`src/rtl/sb_params.svh`:
```
`ifndef SB_PARAMS_SVH
`define SB_PARAMS_SVH

// architectural register count
`define SB_NREG 32

// pair tag width where tag 0 means no pending write
`define SB_TAG_W 3

// entries per lane buffer and reset credit count
`define SB_LANE_DEPTH 2

// longest pipe latency in cycles for class 3
`define SB_MAX_LAT 4

`endif

```
`src/rtl/sb_pkg.sv`:
```
`default_nettype none

`include "sb_params.svh"

package sb_pkg;

  // architectural register number where r0 is never busy
  typedef logic [$clog2(`SB_NREG)-1:0] reg_addr_t;

  // pair tag running 1..7 then back to 1
  typedef logic [`SB_TAG_W-1:0] issue_tag_t;

  // pair tag with the slot bit below it
  typedef logic [`SB_TAG_W:0] prod_id_t;

  // latency class where the pipe takes class + 1 cycles
  typedef logic [$clog2(`SB_MAX_LAT)-1:0] lat_t;

  // lane head either empty or counting down
  typedef enum logic {
    LANE_IDLE,
    LANE_COUNT
  } lane_state_t;

endpackage

`default_nettype wire

```
`src/rtl/mp_regfile_4r2w.sv`:
```
`default_nettype none

`include "sb_params.svh"

module mp_regfile_4r2w #(
  parameter int WIDTH = 4
) (
  input  logic              clk,
  input  logic              rst_n,
  input  sb_pkg::reg_addr_t ra_i [4],
  input  sb_pkg::reg_addr_t wa_i [2],
  input  logic              we_i [2],
  input  logic [WIDTH-1:0]  wd_i [2],
  output logic [WIDTH-1:0]  rd_o [4]
);

  logic [WIDTH-1:0] mem [`SB_NREG];

  always_ff @(posedge clk) begin
    if (!rst_n) begin
      for (int i = 0; i < `SB_NREG; i++) begin
        mem[i] <= '0;
      end
    end else begin
      // port 1 lands last and wins on a shared address
      if (we_i[0]) begin
        mem[wa_i[0]] <= wd_i[0];
      end
      if (we_i[1]) begin
        mem[wa_i[1]] <= wd_i[1];
      end
    end
  end

  // async read ports
  for (genvar r = 0; r < 4; r++) begin : g_rd
    assign rd_o[r] = mem[ra_i[r]];
  end

  // the writers upstream must never collide on a live register
  a_no_dual_write: assert property (
    @(posedge clk) disable iff (!rst_n)
    !(we_i[0] && we_i[1] && (wa_i[0] == wa_i[1]) && (wa_i[0] != '0))
  ) else begin
    $error("regfile: both ports write r%0d", wa_i[0]);
  end

endmodule

`default_nettype wire

```
`src/rtl/scoreboard.sv`:
```
`default_nettype none

module scoreboard (
  input  logic               clk,
  input  logic               rst_n,
  input  sb_pkg::reg_addr_t  src_addr_i [4],
  output logic               src_rdy_o [4],
  input  sb_pkg::reg_addr_t  dst_addr_i [2],
  input  logic               issue_i [2],
  output sb_pkg::issue_tag_t tag_o,
  input  sb_pkg::reg_addr_t  wb_addr_i [2],
  input  sb_pkg::issue_tag_t wb_tid_i [2],
  input  logic               wb_valid_i [2]
);
  import sb_pkg::*;

  issue_tag_t tag_q;
  issue_tag_t tag_d;
  prod_id_t   ib_wd [2];
  logic       ib_we [2];
  logic       cb_we [2];
  prod_id_t   ib_rd [4];
  issue_tag_t cb_rd [4];

  // one counter shared by both slots with the slot bit to tell them apart
  always_comb begin
    tag_d = tag_q;
    if (issue_i[0] || issue_i[1]) begin
      tag_d = (tag_q == '1) ? issue_tag_t'(1) : tag_q + 1'b1;
    end
  end

  always_ff @(posedge clk) begin
    if (!rst_n) begin
      tag_q <= issue_tag_t'(1);
    end else begin
      tag_q <= tag_d;
    end
  end

  assign tag_o = tag_q;

  for (genvar k = 0; k < 2; k++) begin : g_wr
    assign ib_wd[k] = {tag_q, 1'(k)};
    // r0 stays at zero in both boards
    assign ib_we[k] = issue_i[k] && (dst_addr_i[k] != '0);
    assign cb_we[k] = wb_valid_i[k] && (wb_addr_i[k] != '0);
  end

  // ready once the last committed tag catches up with the last issued one
  for (genvar r = 0; r < 4; r++) begin : g_rdy
    assign src_rdy_o[r] = (ib_rd[r][$bits(prod_id_t)-1:1] == cb_rd[r]);
  end

  mp_regfile_4r2w #(.WIDTH($bits(prod_id_t))) u_issue_board (
    .clk,
    .rst_n,
    .ra_i (src_addr_i),
    .wa_i (dst_addr_i),
    .we_i (ib_we),
    .wd_i (ib_wd),
    .rd_o (ib_rd)
  );

  mp_regfile_4r2w #(.WIDTH($bits(issue_tag_t))) u_commit_board (
    .clk,
    .rst_n,
    .ra_i (src_addr_i),
    .wa_i (wb_addr_i),
    .we_i (cb_we),
    .wd_i (wb_tid_i),
    .rd_o (cb_rd)
  );

  a_tag_nonzero: assert property (@(posedge clk) disable iff (!rst_n) tag_q != '0)
    else begin
      $error("scoreboard: issue tag reached 0");
    end

endmodule

`default_nettype wire

```
`src/rtl/issue_ctrl.sv`:
```
`default_nettype none

`include "sb_params.svh"

module issue_ctrl (
  input  logic               clk,
  input  logic               rst_n,
  input  logic               in_valid_i,
  input  logic               in_slot1_valid_i,
  input  sb_pkg::reg_addr_t  in_src_i [2][2],
  input  sb_pkg::reg_addr_t  in_dst_i [2],
  input  sb_pkg::lat_t       in_lat_i [2],
  output logic               in_ready_o,
  output sb_pkg::reg_addr_t  sb_src_o [4],
  input  logic               sb_rdy_i [4],
  input  sb_pkg::issue_tag_t sb_tag_i,
  output logic               issue_o [2],
  output sb_pkg::reg_addr_t  lane_dst_o [2],
  output sb_pkg::lat_t       lane_lat_o [2],
  input  logic               lane_credit_i [2],
  output logic               issue_valid_o [2],
  output sb_pkg::issue_tag_t issue_tid_o
);

  localparam int CRED_W = $clog2(`SB_LANE_DEPTH + 1);

  logic [CRED_W-1:0] credit_q [2];
  logic              has_credit [2];
  logic              src_ok [2];
  logic              pair_raw;
  logic              pair_waw;

  for (genvar s = 0; s < 2; s++) begin : g_slot
    assign sb_src_o[2*s]     = in_src_i[s][0];
    assign sb_src_o[2*s + 1] = in_src_i[s][1];
    assign src_ok[s]         = sb_rdy_i[2*s] && sb_rdy_i[2*s + 1];
    assign has_credit[s]     = (credit_q[s] != '0);
    assign lane_dst_o[s]     = in_dst_i[s];
    assign lane_lat_o[s]     = in_lat_i[s];
    assign issue_valid_o[s]  = issue_o[s];
  end

  // slot 1 must not read or overwrite what slot 0 produces
  assign pair_raw = (in_dst_i[0] != '0) &&
                    ((in_src_i[1][0] == in_dst_i[0]) || (in_src_i[1][1] == in_dst_i[0]));
  assign pair_waw = (in_dst_i[0] != '0) && (in_dst_i[1] == in_dst_i[0]);

  // strict program order where slot 1 never goes alone
  assign issue_o[0] = in_valid_i && src_ok[0] && has_credit[0];
  assign issue_o[1] = issue_o[0] && in_slot1_valid_i && src_ok[1] && has_credit[1] &&
                      !pair_raw && !pair_waw;

  assign in_ready_o  = issue_o[0];
  assign issue_tid_o = sb_tag_i;

  // a returned credit is usable from the next cycle on
  for (genvar k = 0; k < 2; k++) begin : g_credit
    always_ff @(posedge clk) begin
      if (!rst_n) begin
        credit_q[k] <= CRED_W'(`SB_LANE_DEPTH);
      end else begin
        credit_q[k] <= credit_q[k] - CRED_W'(issue_o[k]) + CRED_W'(lane_credit_i[k]);
      end
    end

    a_credit_range: assert property (
      @(posedge clk) disable iff (!rst_n) credit_q[k] <= CRED_W'(`SB_LANE_DEPTH)
    ) else begin
      $error("issue_ctrl: lane %0d credit count %0d out of range", k, credit_q[k]);
    end
  end

endmodule

`default_nettype wire

```
`src/rtl/exec_lane.sv`:
```
`default_nettype none

`include "sb_params.svh"

module exec_lane (
  input  logic               clk,
  input  logic               rst_n,
  input  logic               push_i,
  input  sb_pkg::reg_addr_t  dst_i,
  input  sb_pkg::issue_tag_t tag_i,
  input  sb_pkg::lat_t       lat_i,
  output logic               done_o,
  output sb_pkg::reg_addr_t  done_dst_o,
  output sb_pkg::issue_tag_t done_tag_o,
  output logic               credit_o
);
  import sb_pkg::*;

  localparam int DEPTH = `SB_LANE_DEPTH;
  localparam int PTR_W = (DEPTH > 1) ? $clog2(DEPTH) : 1;

  reg_addr_t        dst_q [DEPTH];
  issue_tag_t       tag_q [DEPTH];
  lat_t             cnt_q [DEPTH];
  logic [DEPTH-1:0] vld_q;
  logic [PTR_W-1:0] wr_ptr_q;
  logic [PTR_W-1:0] rd_ptr_q;
  lane_state_t      state_q;
  lane_state_t      state_d;

  function automatic logic [PTR_W-1:0] ptr_inc(input logic [PTR_W-1:0] p);
    ptr_inc = (p == PTR_W'(DEPTH - 1)) ? '0 : p + 1'b1;
  endfunction

  // head leaves only when its own countdown is spent
  assign done_o     = (state_q == LANE_COUNT) && (cnt_q[rd_ptr_q] == '0);
  assign done_dst_o = dst_q[rd_ptr_q];
  assign done_tag_o = tag_q[rd_ptr_q];
  assign credit_o   = done_o;

  always_comb begin
    state_d = state_q;
    case (state_q)
      LANE_IDLE: begin
        if (push_i) begin
          state_d = LANE_COUNT;
        end
      end
      LANE_COUNT: begin
        // stay busy if a younger entry waits or arrives now
        if (done_o && !vld_q[ptr_inc(rd_ptr_q)] && !push_i) begin
          state_d = LANE_IDLE;
        end
      end
      default: begin
        state_d = LANE_IDLE;
      end
    endcase
  end

  always_ff @(posedge clk) begin
    if (!rst_n) begin
      state_q  <= LANE_IDLE;
      vld_q    <= '0;
      wr_ptr_q <= '0;
      rd_ptr_q <= '0;
    end else begin
      state_q <= state_d;
      if (push_i) begin
        vld_q[wr_ptr_q] <= 1'b1;
        wr_ptr_q        <= ptr_inc(wr_ptr_q);
      end
      if (done_o) begin
        vld_q[rd_ptr_q] <= 1'b0;
        rd_ptr_q        <= ptr_inc(rd_ptr_q);
      end
    end
  end

  // every entry counts down from push even behind a stalled head
  always_ff @(posedge clk) begin
    for (int e = 0; e < DEPTH; e++) begin
      if (push_i && (wr_ptr_q == PTR_W'(e))) begin
        dst_q[e] <= dst_i;
        tag_q[e] <= tag_i;
        cnt_q[e] <= lat_i;
      end else if (cnt_q[e] != '0) begin
        cnt_q[e] <= cnt_q[e] - 1'b1;
      end
    end
  end

  a_no_push_full: assert property (@(posedge clk) disable iff (!rst_n) push_i |-> !(&vld_q))
    else begin
      $error("exec_lane: push into a full buffer");
    end

endmodule

`default_nettype wire

```
`src/rtl/wb_drain.sv`:
```
`default_nettype none

module wb_drain (
  input  logic               clk,
  input  logic               rst_n,
  input  logic               done_i [2],
  input  sb_pkg::reg_addr_t  done_dst_i [2],
  input  sb_pkg::issue_tag_t done_tag_i [2],
  output logic               wb_valid_o [2],
  output sb_pkg::reg_addr_t  wb_addr_o [2],
  output sb_pkg::issue_tag_t wb_tid_o [2]
);

  // every completion is taken so lanes never stall here
  for (genvar k = 0; k < 2; k++) begin : g_port
    always_ff @(posedge clk) begin
      if (!rst_n) begin
        wb_valid_o[k] <= 1'b0;
      end else begin
        wb_valid_o[k] <= done_i[k];
      end
    end

    // address and tag only move with a completion
    always_ff @(posedge clk) begin
      if (done_i[k]) begin
        wb_addr_o[k] <= done_dst_i[k];
        wb_tid_o[k]  <= done_tag_i[k];
      end
    end
  end

endmodule

`default_nettype wire

```
`src/rtl/sb_backend_top.sv`:
```
`default_nettype none

module sb_backend_top (
  input  logic               clk,
  input  logic               rst_n,
  input  logic               in_valid_i,
  input  logic               in_slot1_valid_i,
  input  sb_pkg::reg_addr_t  in_src_i [2][2],
  input  sb_pkg::reg_addr_t  in_dst_i [2],
  input  sb_pkg::lat_t       in_lat_i [2],
  output logic               in_ready_o,
  output logic               issue_valid_o [2],
  output sb_pkg::issue_tag_t issue_tid_o,
  output logic               wb_valid_o [2],
  output sb_pkg::reg_addr_t  wb_addr_o [2],
  output sb_pkg::issue_tag_t wb_tid_o [2]
);
  import sb_pkg::*;

  reg_addr_t  sb_src [4];
  logic       sb_rdy [4];
  issue_tag_t sb_tag;
  logic       issue_go [2];
  reg_addr_t  lane_dst [2];
  lat_t       lane_lat [2];
  logic       lane_credit [2];
  logic       lane_done [2];
  reg_addr_t  lane_done_dst [2];
  issue_tag_t lane_done_tag [2];

  issue_ctrl u_issue (
    .clk,
    .rst_n,
    .in_valid_i,
    .in_slot1_valid_i,
    .in_src_i,
    .in_dst_i,
    .in_lat_i,
    .in_ready_o,
    .sb_src_o      (sb_src),
    .sb_rdy_i      (sb_rdy),
    .sb_tag_i      (sb_tag),
    .issue_o       (issue_go),
    .lane_dst_o    (lane_dst),
    .lane_lat_o    (lane_lat),
    .lane_credit_i (lane_credit),
    .issue_valid_o,
    .issue_tid_o
  );

  // commit board is fed from the registered writeback
  scoreboard u_scoreboard (
    .clk,
    .rst_n,
    .src_addr_i (sb_src),
    .src_rdy_o  (sb_rdy),
    .dst_addr_i (lane_dst),
    .issue_i    (issue_go),
    .tag_o      (sb_tag),
    .wb_addr_i  (wb_addr_o),
    .wb_tid_i   (wb_tid_o),
    .wb_valid_i (wb_valid_o)
  );

  // lane k serves slot k and so implies the slot bit
  for (genvar k = 0; k < 2; k++) begin : g_lane
    exec_lane u_lane (
      .clk,
      .rst_n,
      .push_i     (issue_go[k]),
      .dst_i      (lane_dst[k]),
      .tag_i      (issue_tid_o),
      .lat_i      (lane_lat[k]),
      .done_o     (lane_done[k]),
      .done_dst_o (lane_done_dst[k]),
      .done_tag_o (lane_done_tag[k]),
      .credit_o   (lane_credit[k])
    );
  end

  wb_drain u_drain (
    .clk,
    .rst_n,
    .done_i     (lane_done),
    .done_dst_i (lane_done_dst),
    .done_tag_i (lane_done_tag),
    .wb_valid_o,
    .wb_addr_o,
    .wb_tid_o
  );

endmodule

`default_nettype wire

```
`config.mk`:
```
export PLATFORM = sky130hd
export DESIGN_NAME = sb_backend_top
export DESIGN_NICKNAME = d
export VERILOG_FILES = /design/src/rtl/sb_pkg.sv /design/src/rtl/mp_regfile_4r2w.sv /design/src/rtl/scoreboard.sv /design/src/rtl/issue_ctrl.sv /design/src/rtl/exec_lane.sv /design/src/rtl/wb_drain.sv /design/src/rtl/sb_backend_top.sv
export VERILOG_INCLUDE_DIRS = /design/src /design/src/rtl
export SDC_FILE = /design/constraint.sdc
export NUM_CORES = 1
export LEC_CHECK = 0
export BUFFER_PORTS_ARGS = -buffer_cell sky130_fd_sc_hd__buf_2
export CORE_MARGIN = 8
export CORE_UTILIZATION = 24
export DETAILED_ROUTE_END_ITERATION = 8
export RECOVER_POWER = 25
export SLEW_MARGIN = 25
export SYNTH_ARGS = -nofsm -noshare
export SYNTH_HDL_FRONTEND = slang
export SYNTH_SLANG_ARGS = --single-unit
```
`constraint.sdc`:
```
create_clock -name clk -period 5.1 [get_ports clk]
set_input_delay 0.765 -clock clk [delete_from_list [all_inputs] [get_ports clk]]
set_output_delay 0.765 -clock clk [all_outputs]
set_load 0.02 [all_outputs]
```
After elaboration in Yosys (flattened, before gate mapping)
Memory sizes are Yosys's and may differ from the RTL's. A register that Yosys moved wholly into a read port is not among the register bits. Cells that the tools add are included.

Register bits: 15. RAM bits: 268. Input bits: 38. Word-level logic and storage cells: 221. Memories kept: 9.

Add/sub/neg operators: 13. Order comparisons: 10. Equality and inequality tests: 8. Multiplexer cells: 97. Bitwise logic cells: 16. Reductions and logical operators: 57.

Memories: u_scoreboard.u_issue_board.mem (words 32, width 4, read ports 4, clocked after Yosys merged registers in 0, write ports 32, line mp_regfile_4r2w.sv:17) `` logic [WIDTH-1:0] mem [`SB_NREG]; ``; u_scoreboard.u_commit_board.mem (words 32, width 3, read ports 4, clocked after Yosys merged registers in 0, write ports 32, line mp_regfile_4r2w.sv:17); g_lane[0].u_lane.dst_q (words 2, width 5, read ports 1, clocked after Yosys merged registers in 1, write ports 1, line exec_lane.sv:22) `reg_addr_t dst_q [DEPTH];`; g_lane[1].u_lane.dst_q (words 2, width 5, read ports 1, clocked after Yosys merged registers in 1, write ports 1, line exec_lane.sv:22); g_lane[0].u_lane.tag_q (words 2, width 3, read ports 1, clocked after Yosys merged registers in 1, write ports 1, line exec_lane.sv:23) `issue_tag_t tag_q [DEPTH];`; g_lane[1].u_lane.tag_q (words 2, width 3, read ports 1, clocked after Yosys merged registers in 1, write ports 1, line exec_lane.sv:23); 3 more memories.

Operators by type and width (number): two-way mux 1 bit (66); two-way mux 5 bit (6); logical AND 1 bit (29); two-way mux 2 bit (12); nonzero test 5 bit (4); == test 5 bit (3); two-way mux 3 bit (5); == test 3 bit (4); < comparator 1 x 2 -> 1 bit (second input constant) (6); nonzero test 2 bit (6); OR reduction 3 bit (4); OR reduction 5 bit (2); two-way mux 4 bit (2); OR reduction 4 bit (2); subtractor 2 x 1 -> 2 bit (second input constant) (4); logical NOT 1 bit (6); bitwise OR 1 bit (6); adder 1 bit (second input constant) (4); adder 2 x 1 -> 2 bit (2); bitwise AND 2 bit (2); demux 1 bit (select 1 bit) (4); >= comparator 1 bit (second input constant) (4); logical NOT 2 bit (2); NOT 1 bit (4); other kinds (7) (12).

Longest topological paths before layout
An unclocked memory read counts as a cell.

Word-level depth: 16. Gate-level depth with buffers: 17.

By module
Synthesis repeated with hierarchy kept, for this count alone.

Cell total of the unflattened synthesis: 1623. Area, all modules: 22102.4 µm².

Modules (own cells, without submodules): mp_regfile_4r2w at u_scoreboard.u_issue_board (instances 1, cells an instance 657, area an instance 10118.5 µm², sequential area each 3843.7 µm²); mp_regfile_4r2w at u_scoreboard.u_commit_board (instances 1, cells an instance 666, area an instance 8249.2 µm², sequential area each 2882.8 µm²); exec_lane at g_lane[1].u_lane (instances 1, cells an instance 76, area an instance 1081.0 µm², sequential area each 720.7 µm²); exec_lane at g_lane[0].u_lane (instances 1, cells an instance 76, area an instance 1078.5 µm², sequential area each 720.7 µm²); issue_ctrl (instances 1, cells an instance 87, area an instance 710.7 µm², sequential area each 80.1 µm²); wb_drain (instances 1, cells an instance 20, area an instance 533.0 µm², sequential area each 520.5 µm²); scoreboard (instances 1, cells an instance 41, area an instance 331.6 µm², sequential area each 60.1 µm²).

Least setup slack after synthesis
OpenSTA, ideal clock, no wires.

Path type: input -> output. Start point: in in_src_i[11] in the netlist's numbering. End point: out issue_valid_o[0] in the netlist's numbering. Arrival time: 3391 ps. Data required time: 4335 ps. Setup slack: 944 ps. Stages: 13. Buffers on the path: 4. Path through: buf_4 buf_12 mux4_2 mux4_2 mux2i_1 xor2_1 nor4_2 nand2_1 inv_2 buf_2 nand2_1 inv_1 buf_4.

Word-level cells in the longest chain between the ends: 10. Elaborated cells on any way between the ends: 11. Those cells by class: eq/ne (1); reduce/logical (8); memory (2).

Ends and longest elaborated chain: start: declaration (line sb_backend_top.sv:8) `input sb_pkg::reg_addr_t in_src_i [2][2],`; memory (32 x 4 bit) / memory (32 x 3 bit) (equally long branches); == test 3 bit (*) (line scoreboard.sv:52) `assign src_rdy_o[r] = (ib_rd[r][$bits(prod_id_t)-1:1] == cb_rd[r]);`; logical AND 1 bit (*) (line issue_ctrl.sv:36) `assign src_ok[s] = sb_rdy_i[2*s] && sb_rdy_i[2*s + 1];`; logical AND 1 bit (*) (2 in a row) (line issue_ctrl.sv:49) `assign issue_o[0] = in_valid_i && src_ok[0] && has_credit[0];`; via in_ready_o (line sb_backend_top.sv:11) `output logic in_ready_o,`; logical AND 1 bit (*) (4 in a row) (line issue_ctrl.sv:50) `assign issue_o[1] = issue_o[0] && in_slot1_valid_i && src_ok[1] && has_credit[1] &&`; logical AND 1 bit (*) (line issue_ctrl.sv:51) `!pair_raw && !pair_waw;`; end: declaration (line sb_backend_top.sv:12) `output logic issue_valid_o [2],`.

Mark *: on every way through the listed nets, which the timed path passes. The rest lies on a longest branch.

==> reports/results.txt <==
Run status: complete, but fails checks
Failing checks: max-capacitance violations, max-slew violations
First-pass GRT wire length: 92400 um
Min Tclk post-route: 4837 ps
GRT Total Usage: 14.10%
CP top delay family: multiplexers
TNS Setup: 0 ps
Avg Inst Size Synth: 13.72 um2
Mapped Cells: 1357
Slowest cell on crit path: mux4_2
Max Cap Violations: 5
CTS tree: built
Starting density of the core: 24.15%
Die height: 294.5 um
FFs w/ async S/R, synth: 0%
Area Growth Syn to Fin: 13.10%
Layout cells sized above 1: 29.28%
GPL Wtd Cong: 0.9296
Via count: 13808
Yosys warns: 0
Post-synth top cells: edfxtp_1, mux4_2, nand2_1
Worst Skew: 17.28 ps
Critical path arrival: 4070 ps
Yosys top cell by area: edfxtp_1
Worst setup SP type: input pin
Vias per inst: 5.659
Multiplexer share of the synthesized area: 31.96%
Final HPWL DP: 45340 um
Drt initial violations: 1832
Slew Viols, Final: 164
Pre-antenna DRT Iters: 6
Max clock buf depth: 3
Grt total ovfl: 0
Final nets: 1420
Setup ws final: 262.8 ps
Slew HR: -37.20%
Clock sink total: 269
DRC viols: 0
Post-Synth Adder-Cell Area: 0.6722%
Complex-gate fraction of the synthesized area: 10.03%
Worst-path clk slew: 50 ps
Main flop type after synthesis: edfxtp_1
Synth area leaders: edfxtp_1, mux4_2, o31ai_1, a21boi_0, nand2_1
PortBufs: 61
Synth Area in Simple Gates: 9.296%
Worst vdd ir: 239.0 uV
Final Cycle Share: 94.85%
Main combinational cell family by area after synthesis: multiplexers
IO Pins: 62
Root buf cell: clkbuf_16
Static leakage: 6.683 nW
Wire per inst: 25.79 um
Xor/xnor share of the synthesized area: 1.600%
Setup Buffers After CTS: 0
Final wirelength: 62920 um
PwrDens: 274.6 nW/um2
RSZ-0062 raised after global routing: no
Register area share after synthesis: 42.27%
Worst path max stage delay: 560 ps
Min-Delay Path Class: reg -> reg
Setup WS pre-CTS: 238.8 ps
Synth cell types: 55
Final core area utilization: 27.31%
FP Rows: 102
CP required: 4340 ps
Crit end category: primary output
Vias in the first global route: 13606
Post-synthesis cell area: 18610 um2
Die Width: 294.5 um
Worst Tran Pin Value: 2058 ps
Crit path cell chain: buf_4 -> buf_4 -> mux4_2 -> mux4_2 -> mux2i_1 -> xnor2_1 -> and2_1 -> and4_4 -> nand2_1 -> inv_1 -> buf_2
Skew-Pair Late Insertion Delay: 600 ps
CP Class: in -> out
Final Hold Fails: 0
Bufs and invs on worst path: 4
Post-synth EDFFs: 248
Initial antenna violation count: 6
Crit-path max FO: 19
CTS-repair resized insts: 0
H-tree depth: 1
Area of the core: 77080 um2
CTS Buf Count: 31
Die area: 86730 um2
Detail Route Antenna Nets: 0
Most frequent cell after synthesis: edfxtp_1
Largest net degree at the start of global routing: 61
Synth Register Bits: 269
Fmax: 206.7 MHz
# setup viols final: 0
Hold_buf cts: 0
Yosys top cell area share: 40.01%
[path summary, 6_finish.rpt]
path / cells past startpoint / endpoint / slack, ps / start
worst max-delay path: 11 / issue_valid_o[0] / 260 / in_src_i[6]
worst min-delay path: 2 / g_lane[1].u_lane.state_q / 480 / g_lane[1].u_lane.state_q
worst max register to register: 9 / u_scoreboard.u_issue_board.mem[8][3] / 1170 / u_scoreboard.u_issue_board.mem[30][3]
worst min register to register: 2 / g_lane[1].u_lane.state_q / 480 / g_lane[1].u_lane.state_q
[cells in the final DEF (no fill, tap or decap), drive strengths merged, types with 4 or more instances in the layout]
master / netlist / routed
nor3: 14 / 14
conb: 1 / 6
mux2: 18 / 18
xnor2: 19 / 19
nor2: 52 / 52
clkbuf: 71 / 75
mux4: 240 / 240
buf: 61 / 76
edfxtp: 248 / 248
and3: 6 / 6
a21oi: 5 / 5
inv: 29 / 31
or3: 9 / 9
nand2b: 7 / 7
and2: 4 / 4
o21ai: 10 / 10
nor3b: 6 / 6
o31ai: 94 / 94
dfxtp: 21 / 21
o221ai: 24 / 24
a311o: 7 / 7
clkinv: 0 / 10
nand3: 104 / 104
mux2i: 34 / 34
ha: 10 / 10
xor2: 15 / 15
a21boi: 93 / 93
nand2: 126 / 126
[worst register-to-register path, cell delays in order, from the launching register on]
cell      delay [ps]
edfxtp_1         500
mux4_2           510
mux4_2           520
mux2i_1          250
xnor2_1          270
nand3_1          380
nor4_4           530
buf_4            250
nand3_1          170
nand3_1          240
[cell type report]
class / count / area (um2)
Antenna cell: 3 / 7.507
Clock buffer: 42 / 837.1
Clock inverter: 16 / 157.7
Fill cell: 7863 / 56030
Inverter: 29 / 108.9
Multi-Input combinational cell: 932 / 9993
Sequential cell: 269 / 7868
Tap cell: 1040 / 1301
Timing Repair Buffer: 109 / 779.5
[through the flow]
step	area, um2	instances	power (mW)	hold slack [ps]
floorplan	18630	1362	3.328	452.8
global placement	20110	2379	3.594	474.9
detailed placement	20110	2379	3.620	474.7
CTS	21100	2437	5.800	482.4
global route	21050	2437	5.955	519.7
finish	21050	2440	5.781	480.8
[registers in the layout, indices dropped and copies added (netlist names), named ones only]
register / count
u_scoreboard.u_issue_board.mem: 96
u_drain.wb_tid_o: 6
g_lane.u_lane.wr_ptr_q: 2
u_drain.wb_addr_o: 10
g_lane.u_lane.rd_ptr_q: 2
g_lane.u_lane.tag_q: 12
u_issue.credit_q: 4
g_lane.u_lane.vld_q: 4
g_lane.u_lane.state_q: 2
u_scoreboard.tag_o: 3
u_scoreboard.u_commit_board.mem: 96
g_lane.u_lane.cnt_q: 8
u_drain.wb_valid_o: 2
g_lane.u_lane.dst_q: 20
[power by group]
| group | leakage, nW | switching, mW | internal (mW) |
|---|---|---|---|
| logic | 3.54 | 0.499 | 0.458 |
| clock network | 0.486 | 0.935 | 1.26 |
| registers | 2.66 | 0.104 | 2.53 |
| total | 6.68 | 1.54 | 4.24 |
[per-layer routing]
| layer | vias to the layer above | global-route usage, % | share of wire, % | wire length, um |
|---|---|---|---|---|
| li1 | 5613 | - | - | - |
| met1 | 6992 | 18.01 | 38 | 23890 |
| met2 | 1024 | 22.87 | 47 | 29510 |
| met3 | 171 | 3.629 | 11 | 7050 |
| met4 | 8 | 5.326 | 3.8 | 2413 |
| met5 | - | 0 | 0.078 | 49 |
[kinds of logic (layout without fill, tap and decap cells)]
kind of cell | Yosys count | count (layout)
flops | 269 | 269
fa+ha+maj | 10 | 10
compound gates | 241 | 241
other cells | 1 | 9
xor+xnor | 34 | 34
buf+inv | 161 | 196
simple gates | 349 | 349
mux | 292 | 292
Power figures use the tool's default switching activity.
